File: src/FetchTypes.sv
// Fetch path shared definitions
// Widths, memory and buffer sizes, reset PC and the fetch controller states

package FetchTypes;

    // Address and data widths
    localparam int XLEN = 32;
    localparam int LineWidth = 64;
    localparam int InsnWidth = 32;
    localparam int HalfWidth = 16;
    localparam int InsnsPerLine = LineWidth / InsnWidth;

    // Byte offsets within a word and within a line
    localparam int WordOffsetWidth = $clog2(InsnWidth / 8);
    localparam int LineOffsetWidth = $clog2(LineWidth / 8);
    localparam int InsnIndexWidth = $clog2(InsnsPerLine);

    // Line memory size, fault bound is MemLines x 8 bytes
    localparam int MemLines = 16;
    localparam int MemIndexWidth = $clog2(MemLines);

    // Halfword instruction buffer
    localparam int BufferDepth = 8;
    localparam int BufferPtrWidth = $clog2(BufferDepth);
    localparam int BufferCountWidth = $clog2(BufferDepth + 1);

    // Interrupt tag carried with each entry
    localparam int IntCodeWidth = 4;

    // First fetch address after reset
    localparam logic [XLEN-1:0] ResetPc = '0;

    // Fetch controller states
    // Idle lasts one cycle after reset, no request issued
    typedef enum logic [1:0] {
        FetchIdle,
        FetchRun,
        FetchStall
    } FetchState;

endpackage

File: src/FetchPcGen.sv
// Fetch PC generator
// Holds the fetch PC, issues one word request per cycle, holds under stall
// and restarts at the redirect PC

`timescale 1ns/100ps

module FetchPcGen import FetchTypes::*; (
    input  logic clk,
    input  logic rst,
    input  logic stall,
    input  logic redirectValid,
    input  logic [XLEN-1:0] redirectPc,
    output logic reqValid,
    output logic [XLEN-1:0] reqPc,
    output FetchState state
);
    logic [XLEN-1:0] pc;
    logic [XLEN-1:0] seqPc;
    FetchState nextState;

    always_comb begin
        // Clear bit 1 so a compressed-aligned start realigns to the next word
        seqPc = (pc & ~XLEN'(2)) + XLEN'(InsnWidth / 8);
        // No request during the idle cycle after reset
        reqValid = state != FetchIdle;
        reqPc = pc;
    end

    always_comb begin
        case (state)
            FetchIdle: nextState = FetchRun;
            default: nextState = stall ? FetchStall : FetchRun;
        endcase
        // Redirect wins over stall
        if (redirectValid) begin
            nextState = FetchRun;
        end
    end

    always_ff @(posedge clk) begin
        if (rst) begin
            pc <= ResetPc;
            state <= FetchIdle;
        end else begin
            state <= nextState;
            if (redirectValid) begin
                pc <= redirectPc;
            end else if (reqValid && !stall) begin
                // Request taken by the memory, move on
                pc <= seqPc;
            end
        end
    end
endmodule

File: src/LineMemory.sv
// Line memory standing in for the instruction cache read stage
// Always hits, returns the 64-bit line one cycle after the request
// Addresses past the loaded lines return a fault with a zero line

`timescale 1ns/100ps

module LineMemory import FetchTypes::*; (
    input  logic clk,
    input  logic rst,
    input  logic hold,
    input  logic flush,
    input  logic reqValid,
    input  logic [XLEN-1:0] reqPc,
    input  logic loadEnable,
    input  logic [MemIndexWidth-1:0] loadIndex,
    input  logic [LineWidth-1:0] loadLine,
    output logic respValid,
    output logic [XLEN-1:0] respPc,
    output logic [LineWidth-1:0] respLine,
    output logic respFault
);
    logic [LineWidth-1:0] lines [MemLines];

    logic [MemIndexWidth-1:0] readIndex;
    logic readFault;
    logic [LineWidth-1:0] readLine;

    always_comb begin
        readIndex = reqPc[LineOffsetWidth +: MemIndexWidth];
        // Any address bit above the index means past MemLines x 8 bytes
        readFault = reqPc[XLEN-1:LineOffsetWidth+MemIndexWidth] != '0;
        readLine = readFault ? '0 : lines[readIndex];
    end

    // Load port used by the testbench
    always_ff @(posedge clk) begin
        if (loadEnable) begin
            lines[loadIndex] <= loadLine;
        end
    end

    // Valid bit of the read stage
    always_ff @(posedge clk) begin
        if (rst || flush) begin
            respValid <= 1'b0;
        end else if (!hold) begin
            respValid <= reqValid;
        end
    end

    // Response payload, frozen while the traverse stage stalls
    always_ff @(posedge clk) begin
        if (!hold) begin
            respPc <= reqPc;
            respLine <= readLine;
            respFault <= readFault;
        end
    end
endmodule

File: src/InsnTraverseStage.sv
// Instruction traverse stage
// Picks the word at the PC out of the line and splits it into a low and a
// high halfword entry for the buffer, stalls when buffer space is short

`timescale 1ns/100ps

module InsnTraverseStage import FetchTypes::*; (
    input  logic respValid,
    input  logic [XLEN-1:0] respPc,
    input  logic [LineWidth-1:0] respLine,
    input  logic respFault,
    input  logic [BufferCountWidth-1:0] writableCount,
    input  logic interruptValid,
    input  logic [IntCodeWidth-1:0] interruptCode,
    output logic stall,
    output logic writeLow,
    output logic writeHigh,
    output logic [XLEN-1:0] lowPc,
    output logic [HalfWidth-1:0] lowHalf,
    output logic lowFault,
    output logic lowIntValid,
    output logic [IntCodeWidth-1:0] lowIntCode,
    output logic [XLEN-1:0] highPc,
    output logic [HalfWidth-1:0] highHalf,
    output logic highFault,
    output logic highIntValid,
    output logic [IntCodeWidth-1:0] highIntCode
);
    logic compressedStart;
    logic [InsnIndexWidth-1:0] wordIndex;
    logic [InsnsPerLine-1:0][InsnWidth-1:0] words;
    logic [InsnWidth-1:0] word;

    always_comb begin
        // PC bit 1 set, only the upper halfword belongs to this fetch
        compressedStart = respPc[1];
        wordIndex = respPc[WordOffsetWidth +: InsnIndexWidth];
        words = respLine;
        word = words[wordIndex];
        // Both halves need room, so ask for two free entries
        stall = writableCount < BufferCountWidth'(2);
    end

    always_comb begin
        writeLow = respValid && !stall && !compressedStart;
        writeHigh = respValid && !stall;

        lowPc = respPc;
        lowHalf = word[HalfWidth-1:0];
        lowFault = respFault;
        lowIntValid = interruptValid;
        lowIntCode = interruptCode;

        // High entry keeps the fetch PC on a compressed start
        highPc = compressedStart ? respPc : respPc + XLEN'(2);
        highHalf = word[InsnWidth-1:HalfWidth];
        highFault = respFault;
        highIntValid = interruptValid;
        highIntCode = interruptCode;
    end
endmodule

File: src/InsnBuffer.sv
// Halfword instruction buffer
// Circular FIFO, up to two writes per cycle (low first) and one
// valid/ready read, reports its free entry count to the traverse stage

`timescale 1ns/100ps

module InsnBuffer import FetchTypes::*; (
    input  logic clk,
    input  logic rst,
    input  logic flush,
    input  logic writeLow,
    input  logic writeHigh,
    input  logic [XLEN-1:0] lowPc,
    input  logic [HalfWidth-1:0] lowHalf,
    input  logic lowFault,
    input  logic lowIntValid,
    input  logic [IntCodeWidth-1:0] lowIntCode,
    input  logic [XLEN-1:0] highPc,
    input  logic [HalfWidth-1:0] highHalf,
    input  logic highFault,
    input  logic highIntValid,
    input  logic [IntCodeWidth-1:0] highIntCode,
    input  logic outReady,
    output logic [BufferCountWidth-1:0] writableCount,
    output logic outValid,
    output logic [XLEN-1:0] outPc,
    output logic [HalfWidth-1:0] outHalf,
    output logic outFault,
    output logic outIntValid,
    output logic [IntCodeWidth-1:0] outIntCode
);
    // Entry storage, one array per field
    logic [XLEN-1:0] pcMem [BufferDepth];
    logic [HalfWidth-1:0] halfMem [BufferDepth];
    logic faultMem [BufferDepth];
    logic intValidMem [BufferDepth];
    logic [IntCodeWidth-1:0] intCodeMem [BufferDepth];

    logic [BufferPtrWidth-1:0] writePtr;
    logic [BufferPtrWidth-1:0] highPtr;
    logic [BufferPtrWidth-1:0] readPtr;
    logic [BufferCountWidth-1:0] count;
    logic [1:0] writeNum;
    logic pop;

    always_comb begin
        // High entry lands right after the low one when both are written
        highPtr = writeLow ? writePtr + 1'b1 : writePtr;
        writeNum = {1'b0, writeLow} + {1'b0, writeHigh};
        outValid = count != '0;
        pop = outValid && outReady;
        // From the count register only, same-cycle reads are not counted
        writableCount = BufferCountWidth'(BufferDepth) - count;
        outPc = pcMem[readPtr];
        outHalf = halfMem[readPtr];
        outFault = faultMem[readPtr];
        outIntValid = intValidMem[readPtr];
        outIntCode = intCodeMem[readPtr];
    end

    always_ff @(posedge clk) begin
        if (writeLow) begin
            pcMem[writePtr] <= lowPc;
            halfMem[writePtr] <= lowHalf;
            faultMem[writePtr] <= lowFault;
            intValidMem[writePtr] <= lowIntValid;
            intCodeMem[writePtr] <= lowIntCode;
        end
        if (writeHigh) begin
            pcMem[highPtr] <= highPc;
            halfMem[highPtr] <= highHalf;
            faultMem[highPtr] <= highFault;
            intValidMem[highPtr] <= highIntValid;
            intCodeMem[highPtr] <= highIntCode;
        end
    end

    // Pointers and occupancy, a flush empties the buffer
    always_ff @(posedge clk) begin
        if (rst || flush) begin
            writePtr <= '0;
            readPtr <= '0;
            count <= '0;
        end else begin
            writePtr <= writePtr + BufferPtrWidth'(writeNum);
            readPtr <= readPtr + BufferPtrWidth'(pop);
            count <= count + BufferCountWidth'(writeNum) - BufferCountWidth'(pop);
        end
    end
endmodule

File: src/FetchUnit.sv
// Fetch unit top level
// PC generator, line memory, traverse stage and halfword buffer in a row
// Redirect flushes the memory response and the buffer

`timescale 1ns/100ps

module FetchUnit import FetchTypes::*; (
    input  logic clk,
    input  logic rst,
    input  logic redirectValid,
    input  logic [XLEN-1:0] redirectPc,
    input  logic interruptValid,
    input  logic [IntCodeWidth-1:0] interruptCode,
    input  logic loadEnable,
    input  logic [MemIndexWidth-1:0] loadIndex,
    input  logic [LineWidth-1:0] loadLine,
    input  logic outReady,
    output logic outValid,
    output logic [XLEN-1:0] outPc,
    output logic [HalfWidth-1:0] outHalf,
    output logic outFault,
    output logic outIntValid,
    output logic [IntCodeWidth-1:0] outIntCode,
    output FetchState fetchState
);
    // Request side
    logic stall;
    logic reqValid;
    logic [XLEN-1:0] reqPc;

    // Memory response
    logic respValid;
    logic [XLEN-1:0] respPc;
    logic [LineWidth-1:0] respLine;
    logic respFault;

    // Buffer write side
    logic [BufferCountWidth-1:0] writableCount;
    logic writeLow;
    logic writeHigh;
    logic [XLEN-1:0] lowPc;
    logic [HalfWidth-1:0] lowHalf;
    logic lowFault;
    logic lowIntValid;
    logic [IntCodeWidth-1:0] lowIntCode;
    logic [XLEN-1:0] highPc;
    logic [HalfWidth-1:0] highHalf;
    logic highFault;
    logic highIntValid;
    logic [IntCodeWidth-1:0] highIntCode;

    FetchPcGen pcGen (
        .clk(clk), .rst(rst), .stall(stall),
        .redirectValid(redirectValid), .redirectPc(redirectPc),
        .reqValid(reqValid), .reqPc(reqPc), .state(fetchState)
    );

    // The stall doubles as the memory hold
    LineMemory lineMemory (
        .clk(clk), .rst(rst), .hold(stall), .flush(redirectValid),
        .reqValid(reqValid), .reqPc(reqPc),
        .loadEnable(loadEnable), .loadIndex(loadIndex), .loadLine(loadLine),
        .respValid(respValid), .respPc(respPc), .respLine(respLine),
        .respFault(respFault)
    );

    InsnTraverseStage traverseStage (
        .respValid(respValid), .respPc(respPc), .respLine(respLine),
        .respFault(respFault), .writableCount(writableCount),
        .interruptValid(interruptValid), .interruptCode(interruptCode),
        .stall(stall), .writeLow(writeLow), .writeHigh(writeHigh),
        .lowPc(lowPc), .lowHalf(lowHalf), .lowFault(lowFault),
        .lowIntValid(lowIntValid), .lowIntCode(lowIntCode),
        .highPc(highPc), .highHalf(highHalf), .highFault(highFault),
        .highIntValid(highIntValid), .highIntCode(highIntCode)
    );

    InsnBuffer insnBuffer (
        .clk(clk), .rst(rst), .flush(redirectValid),
        .writeLow(writeLow), .writeHigh(writeHigh),
        .lowPc(lowPc), .lowHalf(lowHalf), .lowFault(lowFault),
        .lowIntValid(lowIntValid), .lowIntCode(lowIntCode),
        .highPc(highPc), .highHalf(highHalf), .highFault(highFault),
        .highIntValid(highIntValid), .highIntCode(highIntCode),
        .outReady(outReady), .writableCount(writableCount),
        .outValid(outValid), .outPc(outPc), .outHalf(outHalf),
        .outFault(outFault), .outIntValid(outIntValid), .outIntCode(outIntCode)
    );
endmodule

File: config.mk
export PLATFORM = sky130hd
export DESIGN_NAME = FetchUnit
export DESIGN_NICKNAME = d
export VERILOG_FILES = /design/src/FetchTypes.sv /design/src/FetchPcGen.sv /design/src/LineMemory.sv /design/src/InsnTraverseStage.sv /design/src/InsnBuffer.sv /design/src/FetchUnit.sv
export SDC_FILE = /design/constraint.sdc
export NUM_CORES = 2
export LEC_CHECK = 0
export BUFFER_PORTS_ARGS = -buffer_cell sky130_fd_sc_hd__buf_2
export CELL_PAD_IN_SITES_DETAIL_PLACEMENT = 0
export CELL_PAD_IN_SITES_GLOBAL_PLACEMENT = 1
export CORE_MARGIN = 2
export CORE_UTILIZATION = 53
export DETAILED_ROUTE_END_ITERATION = 10
export HOLD_SLACK_MARGIN = 0.02
export PLACE_DENSITY = 0.79
export SYNTH_ARGS = -nofsm -noshare
export SYNTH_HDL_FRONTEND = slang
export SYNTH_SLANG_ARGS = --single-unit
File: constraint.sdc
create_clock -name clk -period 23.8 [get_ports clk]
set_clock_uncertainty 0.2 [all_clocks]
set_input_delay 4.76 -clock clk [delete_from_list [all_inputs] [get_ports clk]]
set_output_delay 4.76 -clock clk [all_outputs]
set_load 0.02 [all_outputs]
==> results list <==
* Run status: complete, no violations
* Ys async rst share: 0
* Final std cell area, no fill: 70830 um^2
- Count of hold buffers inserted by post-cts repair: 0
- The worst hold path begins at pcGen.reqPc[1].
- The count of cells in the finished layout, fillers not included, comes to 4853.
- The routed design has 139.6 mm of wire.
- Number of synthesized register bits: 1598
- The internal power of the cells totals 5.182 mW.
- Gate power share: 0.125
- Sequential share of the synthesized area: 0.7476
- Part of the total power dissipated in sequential elements: 0.504
- Total negative slack: 0 ns
- Dividing the detail-routed wire length by the instance count gives 28.77 um.
- The floorplan has 127 rows.
- Number of antenna violations at the first check in global routing: 30
- After detailed routing, the number of remaining DRC violations is 0.
- Final weighted congestion in routability-driven placement: 0.7740
- sky130_fd_sc_hd__edfxtp_1 takes more of the synthesized area than any other cell.
- Fillcell total: 8368
- Post-synth design cell area: 63580 um^2
* Worst slack on hold paths: 0.2344 ns
- Yosys printed 0 warnings.
* Unrepaired setup endpoints after global routing: no
- Number of enable-type register cells in the synthesized netlist: 1553
- Number of global-route vias before repair: 30890
- The worst setup path is captured at a primary output.
* Flip-flop cell with the highest count after synthesis: sky130_fd_sc_hd__edfxtp_1
- Of all nets on the critical path, the largest fanout is 49.
* Final cycle utilization of the critical path: 0.3497
- In this run, CTS created clock tree buffers numbering 160.
- Headroom to the max-slew limit: 0.2495
* Die span in x: 350.4 um
- The die covers 122800 um^2.
- Once the clock tree was built, the resizer swapped 0 gates to a different size.
- Worst setup path startpoint: insnBuffer.readPtr[0]
- Clock Power Share: 0.371
- The analysis attributes to net switching a power of 1.653 mW.
* First DRT Iteration DRCs: 3359
* Starting density of the core: 0.5321
* Maximum count of clock buffers along a single path: 3
- In the final layout, the multi-input gates occupy 14470 um^2.
- Clock latency at the later pin of the worst-skew pair: 0.77 ns
- Crit-path slowest cell: sky130_fd_sc_hd__buf_4
- Hold Violations, Final: 0
* Number of standard cells after synthesis: 3112
- Final-stage net count: 3223
- Cells taking the most area after synthesis: sky130_fd_sc_hd__edfxtp_1, sky130_fd_sc_hd__mux4_2, sky130_fd_sc_hd__clkbuf_1, sky130_fd_sc_hd__mux2i_1, sky130_fd_sc_hd__dfxtp_1
* Post-synthesis net count: 3236
- Detailed placer's ending HPWL: 76.97 mm
- Worst Max-Slew Pin Slew: 1.126 ns
* Required time reported for the critical path endpoint: 18.84 ns
* Data arrival time at the worst-slack endpoint: 3.36 ns
* Min cycle time layout: 8.324 ns
* Post-CTS Repair Setup Buffers: 0
* Yosys cell types: 52
* Final setup violation count: 0
- The total overflow left after global routing is 0.
- GRT Resource Usage Total: 0.2317
- Footprint of the flip-flops and latches: 47560 um^2
- Number of instances in the placed design: 4549
- Overall power consumption after layout is estimated at 6.836 mW.
* Sw frac: 0.2418
- The first global-routing pass estimated 206.0 mm of wire.
* Area share of the largest cell type after synthesis: 0.7334
* Avg Cell Area, Syn: 20.43 um^2
- Port buffering added 166 buffers.
- Pins Over Slew Limit: 0
* Post-CTS clock slew at the launch and capture registers of the worst setup and hold paths: 0.06 ns
- In this run the count of I/O pins placed on the die edge is 167.
- Summing all placed instances gives a cell area of 65480 um^2.
- Number of search-and-repair iterations in the first detailed-routing pass: 6
* H-tree level count: 4
- Derived from the worst setup path, the maximum achievable clock frequency is 120.1 MHz.
- TritonCTS clock tree: yes
- Across all layers, the routed design uses 29780 vias.
- Layout Area Growth over Synthesis: 11.40%
- Startpoint class of the critical path: flop
- Maximum number of pins on one net before global-route repair: 111
- Of the cells placed in the final design, the portion with a size suffix greater than 1 is 0.3064.
- Dividing the detail-routed via count by the number of cells gives 6.136.
* Floorplan die height: 350.4 um
* Launching point of the worst reg2reg path: pcGen.reqPc[4]
- Maximum Capacitance Violations: 0
- Post-DRT Antenna Nets: 0
- Static Leak: 22.64 nW
* Area of the core: 119500 um^2
* Classification of the worst setup path: reg -> out
- The clock net in this run drives a total of 1598 sinks.
* Critical-path cell list: buf_4 -> mux4_2 -> mux2_2 -> buf_2
- Peak VDD IR: 0.00006675 V
- Dividing total power by cell area gives a power density of 96.50 nW/um^2.
* Class of the tightest hold or removal check: reg -> reg
- Master cell of the clock root buffer: sky130_fd_sc_hd__clkbuf_16
* Slowest stage delay, CP: 0.81 ns
==> logic make-up after synthesis <==
group,Yosys count,synth area share
AO/OA/AOI/OAI,150,0.01429
XOR/XNOR,25,0.003444
adder cells (fa/ha/maj),14,0.002991
buffers and inverters,441,0.02812
flip-flops,1598,0.7476
multiplexers,598,0.1797
AND/OR/NAND/NOR,286,0.02383
==> synth_stat cells, types with 2 or more instances <==
cell,n
sky130_fd_sc_hd__a21oi_1,96
sky130_fd_sc_hd__a22o_1,2
sky130_fd_sc_hd__and2_1,7
sky130_fd_sc_hd__and3_1,6
sky130_fd_sc_hd__and4_1,3
sky130_fd_sc_hd__buf_1,7
sky130_fd_sc_hd__buf_2,49
sky130_fd_sc_hd__buf_6,5
sky130_fd_sc_hd__clkbuf_1,334
sky130_fd_sc_hd__dfxtp_1,45
sky130_fd_sc_hd__edfxtp_1,1553
sky130_fd_sc_hd__fa_1,2
sky130_fd_sc_hd__ha_1,12
sky130_fd_sc_hd__inv_1,42
sky130_fd_sc_hd__mux2_2,70
sky130_fd_sc_hd__mux2i_1,100
sky130_fd_sc_hd__mux4_2,428
sky130_fd_sc_hd__nand2_1,14
sky130_fd_sc_hd__nand2b_1,11
sky130_fd_sc_hd__nand3_1,17
sky130_fd_sc_hd__nand3b_1,4
sky130_fd_sc_hd__nand4_1,18
sky130_fd_sc_hd__nor2_1,88
sky130_fd_sc_hd__nor2b_1,67
sky130_fd_sc_hd__nor3_1,25
sky130_fd_sc_hd__nor4_1,14
sky130_fd_sc_hd__o21a_1,28
sky130_fd_sc_hd__o21ai_0,2
sky130_fd_sc_hd__o21bai_1,2
sky130_fd_sc_hd__o31a_1,9
sky130_fd_sc_hd__o31ai_1,4
sky130_fd_sc_hd__or2_2,5
sky130_fd_sc_hd__xnor2_1,11
sky130_fd_sc_hd__xor2_1,14
==> per-layer routing <==
metal | global-route usage | vias to the layer above | routed length, um
li1 | - | 12440 | -
met1 | 0.3115 | 15770 | 54060
met2 | 0.3892 | 1289 | 71180
met3 | 0.04215 | 251 | 10760
met4 | 0.07121 | 22 | 3481
met5 | 0 | - | 137
==> flip-flops by register name (all words and copies together), names as in the netlist <==
register                count
lineMemory.lines         1024
insnBuffer.pcMem          256
insnBuffer.halfMem        128
lineMemory.respLine        64
insnBuffer.intCodeMem      32
lineMemory.respPc          32
pcGen.reqPc                32
insnBuffer.faultMem         8
insnBuffer.intValidMem      8
insnBuffer.count            4
insnBuffer.readPtr          3
insnBuffer.writePtr         3
pcGen.state                 2
lineMemory.respFault        1
lineMemory.respValid        1
==> power by group through the flow <==
stage	Combinational, mW	Sequential (mW)	Clock, mW
after floorplan	0.719	3.45	0
after global placement	0.840	3.49	0
after detailed placement	0.863	3.51	0
after CTS	0.867	3.45	2.57
after global routing	0.918	3.47	2.68
final	0.854	3.45	2.53
==> path summary, 6_finish.rpt <==
check / to / slack (ns) / cells past startpoint
min: lineMemory.respPc[1] / 0.23 / 0
max reg2reg: lineMemory.respLine[24] / 18.78 / 6
max: outPc[7] / 15.48 / 4
min reg2reg: lineMemory.respPc[1] / 0.23 / 0
==> per-stage QoR <==
step                      worst slack [ns]    util
after global placement               16.23  0.5480
after CTS                            15.36  0.5926
final                                15.48  0.5928
after detailed placement             16.18  0.5480
after global routing                 15.23  0.5926
after floorplan                      13.41       -
==> worst max-delay path, delay by kind of cell, from the launching register on <==
| kind | cells | cell delay, ns |
|---|---|---|
| DFF | 1 | 0.64 |
| buffers and inverters | 2 | 0.98 |
| muxes | 2 | 0.90 |
==> layout by cell type (no fill, tap or decap), types with 17 or more instances in the layout <==
cell type,Yosys,routed
sky130_fd_sc_hd__nor3_1,25,21
sky130_fd_sc_hd__buf_4,1,56
sky130_fd_sc_hd__nor2b_1,67,67
sky130_fd_sc_hd__buf_2,49,166
sky130_fd_sc_hd__clkinv_1,0,28
sky130_fd_sc_hd__inv_1,42,42
sky130_fd_sc_hd__nand3_1,17,17
sky130_fd_sc_hd__nor2_1,88,76
sky130_fd_sc_hd__mux2i_1,100,100
sky130_fd_sc_hd__clkbuf_1,334,37
sky130_fd_sc_hd__clkbuf_16,0,161
sky130_fd_sc_hd__clkinv_2,0,25
sky130_fd_sc_hd__mux2_2,70,70
sky130_fd_sc_hd__dfxtp_1,45,38
sky130_fd_sc_hd__mux4_2,428,428
sky130_fd_sc_hd__nand4_1,18,18
sky130_fd_sc_hd__edfxtp_1,1553,1553
sky130_fd_sc_hd__a21oi_1,96,96
sky130_fd_sc_hd__o21a_1,28,28
sky130_fd_sc_hd__bufinv_16,0,20
==> area by class of cell <==
cell class	count	area share
diodes	10	0.0003533
clock buffers	199	0.05903
clock inverters	95	0.01620
inverters	43	0.002314
multi-input cells	1073	0.2042
flip-flops and latches	1598	0.6714
well taps	1612	0.02847
repair buffers	223	0.01795
No activity file was read; power rests on OpenSTA's default activity.
